==> src/design/serial_pkg.sv <==
/*
 * Serial-link definitions: lane count, bit timing, frame length and the
 * per-lane status strobes. Shared by the lanes, the collector and the
 * sequencer's lane decode.
 */

package serial_pkg;

	// identical transmit lanes, picked by the low channel bits
	localparam int num_lanes = 4;

	// clocks per serial bit
	// kept short so a frame fits in a short simulation
	localparam int bit_cycles = 8;

	// start bit, eight data bits, stop bit
	localparam int frame_bits = 10;

	// one-cycle strobes from a lane
	// frame_done marks the last clock of the stop bit
	typedef struct packed {
		logic frame_done;
		logic overrun;
		logic no_dsr;
	} lane_status_t;

	// one bit per lane, bit i belongs to lane i
	typedef logic [num_lanes-1:0] lane_mask_t;

endpackage

==> src/design/acq_pkg.sv <==
/*
 * Acquisition-side definitions: multiplexer channel count, channel index,
 * settle time and the captured sample word. Modules take it by a wildcard
 * import in the body; port lists use scoped names.
 */

package acq_pkg;

	// inputs on the external analog multiplexer
	localparam int num_channels = 8;

	// channel index as driven onto the mux address pins
	typedef logic [$clog2(num_channels)-1:0] channel_t;

	// clocks mux_en is held before soc is raised
	// covers mux switching plus ADC input track time
	localparam int mux_settle_cycles = 2;

	// one converted byte, tagged with the channel it was taken from
	// channel is kept so the lane can be chosen after capture
	typedef struct packed {
		channel_t   channel;
		logic [7:0] data;
	} sample_t;

endpackage
==> src/design/acq_link_top.sv <==
/*
 * Acquisition link top level. Sequencer drives the ADC and mux, one
 * transmit lane per serial output, and a collector for frame count and
 * error flags. Instances and wiring only.
 */

`timescale 1ns/100ps

module acq_link_top (
	input  logic                   clock,
	input  logic                   rst_n,
	input  logic                   run,
	input  logic                   eoc,
	input  logic [7:0]             adc_data,
	output logic                   soc,
	output logic                   mux_en,
	output acq_pkg::channel_t      channel,
	input  serial_pkg::lane_mask_t dsr,
	output serial_pkg::lane_mask_t data_out,
	output logic [15:0]            frames_sent,
	output serial_pkg::lane_mask_t overrun_flags,
	output serial_pkg::lane_mask_t dsr_flags
);
	import acq_pkg::*;
	import serial_pkg::*;

	// captured byte, broadcast to every lane
	sample_t sample;
	// one-hot load, only the addressed lane reacts
	lane_mask_t lane_load;
	lane_status_t [num_lanes-1:0] lane_status;

	sample_sequencer u_sample_sequencer (
		.clock     (clock),
		.rst_n     (rst_n),
		.run       (run),
		.eoc       (eoc),
		.adc_data  (adc_data),
		.soc       (soc),
		.mux_en    (mux_en),
		.channel   (channel),
		.sample    (sample),
		.lane_load (lane_load)
	);

	for (genvar i = 0; i < num_lanes; i++) begin : g_lane
		serial_tx_lane u_serial_tx_lane (
			.clock    (clock),
			.rst_n    (rst_n),
			.sample   (sample),
			.load     (lane_load[i]),
			.dsr      (dsr[i]),
			.data_out (data_out[i]),
			.status   (lane_status[i])
		);
	end

	link_status_collector u_link_status_collector (
		.clock         (clock),
		.rst_n         (rst_n),
		.status        (lane_status),
		.frames_sent   (frames_sent),
		.overrun_flags (overrun_flags),
		.dsr_flags     (dsr_flags)
	);

endmodule

==> src/design/link_status_collector.sv <==
/*
 * Drains the per-lane status strobes every cycle. Counts finished frames
 * in a saturating 16-bit counter and keeps sticky overrun and dsr flags
 * per lane until reset.
 */

`timescale 1ns/100ps

module link_status_collector (
	input  logic                                                 clock,
	input  logic                                                 rst_n,
	input  serial_pkg::lane_status_t [serial_pkg::num_lanes-1:0] status,
	output logic [15:0]                                          frames_sent,
	output serial_pkg::lane_mask_t                               overrun_flags,
	output serial_pkg::lane_mask_t                               dsr_flags
);
	import serial_pkg::*;

	// frames finishing this cycle, lanes may end together
	logic [$clog2(num_lanes+1)-1:0] done_cnt;
	// one spare bit catches the carry for saturation
	logic [16:0] sum;
	lane_mask_t overrun_now;
	lane_mask_t dsr_now;

	always_comb begin
		done_cnt = '0;
		for (int i = 0; i < num_lanes; i++) begin
			done_cnt       = done_cnt + $bits(done_cnt)'(status[i].frame_done);
			overrun_now[i] = status[i].overrun;
			dsr_now[i]     = status[i].no_dsr;
		end
		sum = {1'b0, frames_sent} + 17'(done_cnt);
	end

	always_ff @(posedge clock or negedge rst_n) begin
		if (!rst_n) begin
			frames_sent   <= '0;
			overrun_flags <= '0;
			dsr_flags     <= '0;
		end else begin
			// hold at all ones once the count overflows
			if (sum[16]) begin
				frames_sent <= '1;
			end else begin
				frames_sent <= sum[15:0];
			end
			// flags only ever set, cleared by reset
			overrun_flags <= overrun_flags | overrun_now;
			dsr_flags     <= dsr_flags | dsr_now;
		end
	end

endmodule

==> src/design/serial_tx_lane.sv <==
/*
 * One asynchronous serial transmitter. Takes a sample on its load strobe
 * and sends start bit, data MSB first and stop bit at bit_cycles clocks
 * per bit. Refused loads are reported as overrun or no_dsr strobes.
 */

`timescale 1ns/100ps

module serial_tx_lane (
	input  logic                     clock,
	input  logic                     rst_n,
	input  acq_pkg::sample_t         sample,
	input  logic                     load,
	input  logic                     dsr,
	output logic                     data_out,
	output serial_pkg::lane_status_t status
);
	import serial_pkg::*;

	// frame in flight
	logic busy;
	// outgoing frame, bit frame_bits-1 is on the line
	logic [frame_bits-1:0] shift_q;
	// index of the bit being sent, 0 is the start bit
	logic [$clog2(frame_bits)-1:0] bit_cnt;
	// clocks spent in the current bit
	logic [$clog2(bit_cycles)-1:0] cyc_cnt;
	logic bit_end;
	logic last_bit;
	logic accept;
	logic overrun_q;
	logic no_dsr_q;

	assign bit_end  = busy && (cyc_cnt == $bits(cyc_cnt)'(bit_cycles - 1));
	assign last_bit = (bit_cnt == $bits(bit_cnt)'(frame_bits - 1));
	// busy wins over a low dsr when both would refuse
	assign accept   = load && !busy && dsr;

	always_ff @(posedge clock or negedge rst_n) begin
		if (!rst_n) begin
			busy      <= 1'b0;
			bit_cnt   <= '0;
			cyc_cnt   <= '0;
			shift_q   <= '1;
			overrun_q <= 1'b0;
			no_dsr_q  <= 1'b0;
		end else begin
			if (accept) begin
				busy    <= 1'b1;
				bit_cnt <= '0;
				cyc_cnt <= '0;
				// start bit goes out on the next clock
				shift_q <= {1'b0, sample.data, 1'b1};
			end else if (busy) begin
				if (bit_end) begin
					cyc_cnt <= '0;
					// ones shift in, so the line is back high after the stop bit
					shift_q <= {shift_q[frame_bits-2:0], 1'b1};
					if (last_bit) begin
						busy <= 1'b0;
					end else begin
						bit_cnt <= bit_cnt + 1'b1;
					end
				end else begin
					cyc_cnt <= cyc_cnt + 1'b1;
				end
			end
			// refusal strobes, one cycle after the load
			overrun_q <= load && busy;
			no_dsr_q  <= load && !busy && !dsr;
		end
	end

	assign data_out = shift_q[frame_bits-1];

	// frame_done covers the last clock of the stop bit
	assign status = '{
		frame_done: bit_end && last_bit,
		overrun:    overrun_q,
		no_dsr:     no_dsr_q
	};

endmodule

==> src/design/sample_sequencer.sv <==
/*
 * ADC and multiplexer control. Scans the channels in order, runs one
 * soc/eoc conversion per channel and hands each byte to a transmit lane
 * with a one-hot, single-cycle load strobe.
 */

`timescale 1ns/100ps

module sample_sequencer (
	input  logic                   clock,
	input  logic                   rst_n,
	input  logic                   run,
	input  logic                   eoc,
	input  logic [7:0]             adc_data,
	output logic                   soc,
	output logic                   mux_en,
	output acq_pkg::channel_t      channel,
	output acq_pkg::sample_t       sample,
	output serial_pkg::lane_mask_t lane_load
);
	import acq_pkg::*;
	import serial_pkg::*;

	typedef enum logic [2:0] {
		st_idle,
		st_settle,
		st_start,
		st_wait_eoc,
		st_dispatch
	} seq_state_t;

	seq_state_t state;
	logic [$clog2(mux_settle_cycles+1)-1:0] settle_cnt;
	// conversion result arrives this cycle
	logic take;

	// eoc may already come in the soc cycle when the ADC answers at once
	assign take = eoc && (state == st_start || state == st_wait_eoc);

	always_ff @(posedge clock or negedge rst_n) begin
		if (!rst_n) begin
			state      <= st_idle;
			settle_cnt <= '0;
			soc        <= 1'b0;
			mux_en     <= 1'b0;
			channel    <= '0;
			lane_load  <= '0;
		end else begin
			// strobes default low
			soc       <= 1'b0;
			lane_load <= '0;
			case (state)
				st_idle: begin
					if (run) begin
						mux_en     <= 1'b1;
						settle_cnt <= '0;
						state      <= st_settle;
					end
				end
				st_settle: begin
					// mux has been enabled for mux_settle_cycles clocks at the end
					if (settle_cnt == $bits(settle_cnt)'(mux_settle_cycles - 1)) begin
						soc   <= 1'b1;
						state <= st_start;
					end else begin
						settle_cnt <= settle_cnt + 1'b1;
					end
				end
				st_start: begin
					state <= st_wait_eoc;
				end
				st_wait_eoc: begin
					// conversion time is set by the ADC, no timeout here
					state <= st_wait_eoc;
				end
				st_dispatch: begin
					// next channel, wrap after the last mux input
					if (channel == channel_t'(num_channels - 1)) begin
						channel <= '0;
					end else begin
						channel <= channel + 1'b1;
					end
					if (run) begin
						mux_en     <= 1'b1;
						settle_cnt <= '0;
						state      <= st_settle;
					end else begin
						state <= st_idle;
					end
				end
				default: begin
					state <= st_idle;
				end
			endcase
			if (take) begin
				// lane is the low channel bits, strobe is one-hot
				lane_load <= lane_mask_t'(1) << channel[$clog2(num_lanes)-1:0];
				mux_en    <= 1'b0;
				state     <= st_dispatch;
			end
		end
	end

	// capture byte with its channel tag
	always_ff @(posedge clock) begin
		if (take) begin
			sample <= '{channel: channel, data: adc_data};
		end
	end

endmodule

==> config.mk <==
export PLATFORM = sky130hd
export DESIGN_NAME = acq_link_top
export DESIGN_NICKNAME = d
export VERILOG_FILES = /design/src/design/serial_pkg.sv /design/src/design/acq_pkg.sv /design/src/design/acq_link_top.sv /design/src/design/link_status_collector.sv /design/src/design/serial_tx_lane.sv /design/src/design/sample_sequencer.sv
export SDC_FILE = /design/constraint.sdc
export NUM_CORES = 1
export LEC_CHECK = 0
export BUFFER_PORTS_ARGS = -buffer_cell sky130_fd_sc_hd__buf_2
export CORE_MARGIN = 2
export CORE_UTILIZATION = 25
export DETAILED_ROUTE_END_ITERATION = 10
export GPL_TIMING_DRIVEN = 1
export PLACE_DENSITY = 0.51
export RECOVER_POWER = 25
export SLEW_MARGIN = 40
export SYNTH_ARGS = -nofsm -noshare
export SYNTH_HDL_FRONTEND = slang
export SYNTH_SLANG_ARGS = --single-unit
==> constraint.sdc <==
create_clock -name clock -period 3.7 [get_ports clock]
set_input_delay 0.74 -clock clock [delete_from_list [all_inputs] [get_ports clock]]
set_output_delay 0.74 -clock clock [all_outputs]
set_load 0.02 [all_outputs]
==> impl_metrics.toml <==
[final_layout]
syn_to_final_growth_pct = 20.14
instances_no_fill = 862
n_fill_cell = 2200
drive_above_1_share_pct = 24.40
final_cell_mix = "nand2_1, dfrtp_1, buf_2"
antenna_cells = 0
final_area_sq_um = 6688
fin_nets = 614
mostFrequentLayoutCell = "nand2_1"

[floorplanning]
fp.dieH_microns = 153.2
dieArea_sq_um = 23480
ios = 49
chipWidth_microns = 153.2
core-area_sq_um = 21820
start_util_pct = 25.51
rows = 54

[synth]
ys_types = 47
ys.flop_type = "dfrtp_1"
synth_edf_count = 8
yosysTopAreaCell = "dfrtp_1"
synth-simple-area-share_pct = 19.96
async_flop_share_pct = 93.44
syn_area_sq_um = 5567
syn_avg_cell_area_sq_um = 10.73
synthXorXnorAreaFrac_pct = 2.989
syn_inst = 519
synth_top_family_by_area = "simple AND/OR/NAND/NOR gates"
synth_top_area_share_pct = 35.06
synth-compound-area-share_pct = 8.901
syn-num-nets = 564
post_synth_mux_area_share_pct = 1.866
yosys.area_share.adder_pct = 6.788
yosysWarnings = 0
ys_ff_latch = 122
ys_seq_area_share_pct = 56.37
synth_area_leaders = "dfrtp_1, dfstp_2, nand2_1"

[drt]
drt_pre_antenna_iters = 5
drcViolationCount = 0
avgViaCountPerCell = 4.492
drt_iter0_markers = 200
drt_wl_total_mm = 11.54
ant_nets = 0
vias = 3872
drt-wirelength-per-cell_microns = 13.39

[global_routing]
grt_max_degree = 64
grt_pass1_wl_mm = 19.45
antenna_found_initial = 1
first_global_vias = 3855
track_usage_pct = 10.46
grt_overflow = 0

[status]
violations = "max-capacitance violations, max-slew violations"
status = "complete, but fails checks"

[min_path]
holdCritPathClass = "reg -> reg"
min_path_cells = 1

[timing]
fin_tns_setup_ns = 0
slew_violations = 52
fin_crit_ns = 3.446
slew_headroom_pct = -94.85
tightest_slew_ns = 2.923
rsz0062_at_grt = "no"
period_share_pct = 93.14
setup_viol = 0
finClkSkew_ns = 0.01031
clock.fmax_mhz = 290.2
hold_violations = 0

[worst_setup_path]
arrival_ns = 3.75
reg2reg_depth = 13
end_kind = "flop"
crit_type = "reg -> reg"
crit_path_max_fanout = 6
ff2ff_setup_slack_ns = 0.25
critPathLaunchType = "flop"
cp.required_ns = 4.00

[placement]
place_hpwl_mm = 8.048
place_inst = 829
gp_congestion = 0.7560
port-buffer-count = 48
placed_area_sq_um = 6096

[cts]
clock_path_buffers = 2
cts_num_sinks = 122
clock_latency_ns = 0.42
h-tree-depth = 4
cts_tree = "done"
root_buffer = "clkbuf_16"
path_clk_slew_ns = 0.06
cts_buffers = 17

[pwr]
leakage_nw = 3.136
vdd_drop_max_v = 0.0003230
power.density_nw_per_um2 = 627.2

[flow_run]
drv_cap = 1
-- metrics by stage --
stage	power, mW	worst slack (ns)	util (%)	hold slack, ns
after floorplan	2.364	0.3087	-	0.4133
after global placement	2.557	0.2623	27.93	0.4189
after detailed placement	2.614	0.1382	27.93	0.4202
after CTS	4.267	0.1196	30.62	0.3732
after global routing	4.468	0.01324	30.64	0.4438
final	4.194	0.2537	30.64	0.4330
-- sequential cells by signal, indices dropped and copies added, names as in the netlist --
signal / cells
u_sample_sequencer.mux_en: 1
u_sample_sequencer.lane_load: 4
g_lane.u_serial_tx_lane.bit_cnt: 16
g_lane.u_serial_tx_lane.shift_q: 36
u_sample_sequencer.state: 3
g_lane.u_serial_tx_lane.busy: 4
u_link_status_collector.overrun_flags: 4
u_sample_sequencer.channel: 3
u_link_status_collector.frames_sent: 16
u_sample_sequencer.settle_cnt: 2
g_lane.u_serial_tx_lane.overrun_q: 4
u_sample_sequencer.soc: 1
u_link_status_collector.dsr_flags: 4
g_lane.u_serial_tx_lane.no_dsr_q: 4
g_lane.u_serial_tx_lane.cyc_cnt: 12
u_sample_sequencer.sample: 8
-- critical path, stage by stage, from the launching register on --
cell and delay [ns]:
dfrtp_1 0.40, ha_1 0.22, ha_2 0.20, nand2_1 0.10, nor2_2 0.06, ha_1 0.28
fa_1 0.37, ha_1 0.31, inv_1 0.06, fa_1 0.39, and2b_2 0.25, o21ai_4 0.08
nor4_4 0.26, mux2_1 0.35
-- final timing paths --
check                                                           start                                      end
worst max-delay path            g_lane[1].u_serial_tx_lane.cyc_cnt[0]  u_link_status_collector.frames_sent[14]
worst min-delay path              g_lane[2].u_serial_tx_lane.no_dsr_q     u_link_status_collector.dsr_flags[2]
worst max register to register  g_lane[1].u_serial_tx_lane.cyc_cnt[0]  u_link_status_collector.frames_sent[14]
worst min register to register    g_lane[2].u_serial_tx_lane.no_dsr_q     u_link_status_collector.dsr_flags[2]
max in group asynchronous                                       rst_n     u_link_status_collector.dsr_flags[0]
min in group asynchronous                                       rst_n  u_link_status_collector.frames_sent[12]
-- synthesized netlist by cell type (2+ instances only) --
cell type	number
and3_1	4
nor3b_1	5
o21ai_0	24
a22oi_1	24
a31oi_1	2
nand2_1	92
dfrtp_1	78
fa_1	2
and4_1	2
and3b_1	4
xnor2_1	5
or2_2	10
inv_1	16
and2_1	12
nor2b_1	4
a21oi_1	20
nor2_2	2
a22o_1	2
nand2b_1	10
buf_2	10
xor2_1	14
mux2i_1	7
buf_4	4
nand3_1	9
ha_1	27
clkbuf_1	9
nand4_1	6
nand3b_1	13
nor2_1	38
edfxtp_1	8
nor3_1	4
mux2_1	2
dfstp_2	36
-- power by group --
part	leakage (nW)	internal (mW)	switching, mW	total (mW)
clock network	0.275	0.973	0.647	1.62
registers	1.45	1.67	0.207	1.87
logic	1.41	0.303	0.397	0.700
total	3.14	2.94	1.25	4.19
-- kinds of logic (layout without fill, tap and decap cells) --
kind of cell | after synthesis | in the layout
AND/OR/NAND/NOR | 221 | 221
buffers and inverters | 39 | 102
AO/OA/AOI/OAI | 79 | 79
multiplexers | 10 | 10
XOR/XNOR | 19 | 19
adder cells (fa/ha/maj) | 29 | 29
flip-flops | 122 | 122
-- cell type report --
| cell class | instances | area (sq um) | share of cell area [%] |
|---|---|---|---|
| inverters | 16 | 60.06 | 0.8980 |
| multi-input cells | 358 | 2261 | 33.81 |
| clock inverters | 14 | 135.1 | 2.021 |
| well taps | 280 | 350.3 | 5.239 |
| repair buffers | 54 | 292.8 | 4.378 |
| clock buffers | 18 | 450.4 | 6.735 |
| flip-flops and latches | 122 | 3138 | 46.92 |
-- what timing repair did --
action	4_1_cts	5_1_grt
setup endpoints to repair	0	14
hold buffers	0	0
buffers inserted	0	1
gates resized for setup	0	3
hold endpoints to repair	0	0
-- metal layers --
metal	vias to the layer above	global-route usage (%)	wire, microns
met5	-	0	0
met4	0	4.277	206
met3	13	3.771	498
met2	70	15.48	5419
met1	1921	13.89	5413
li1	1868	-	-
(Power assumes the default switching activity.)
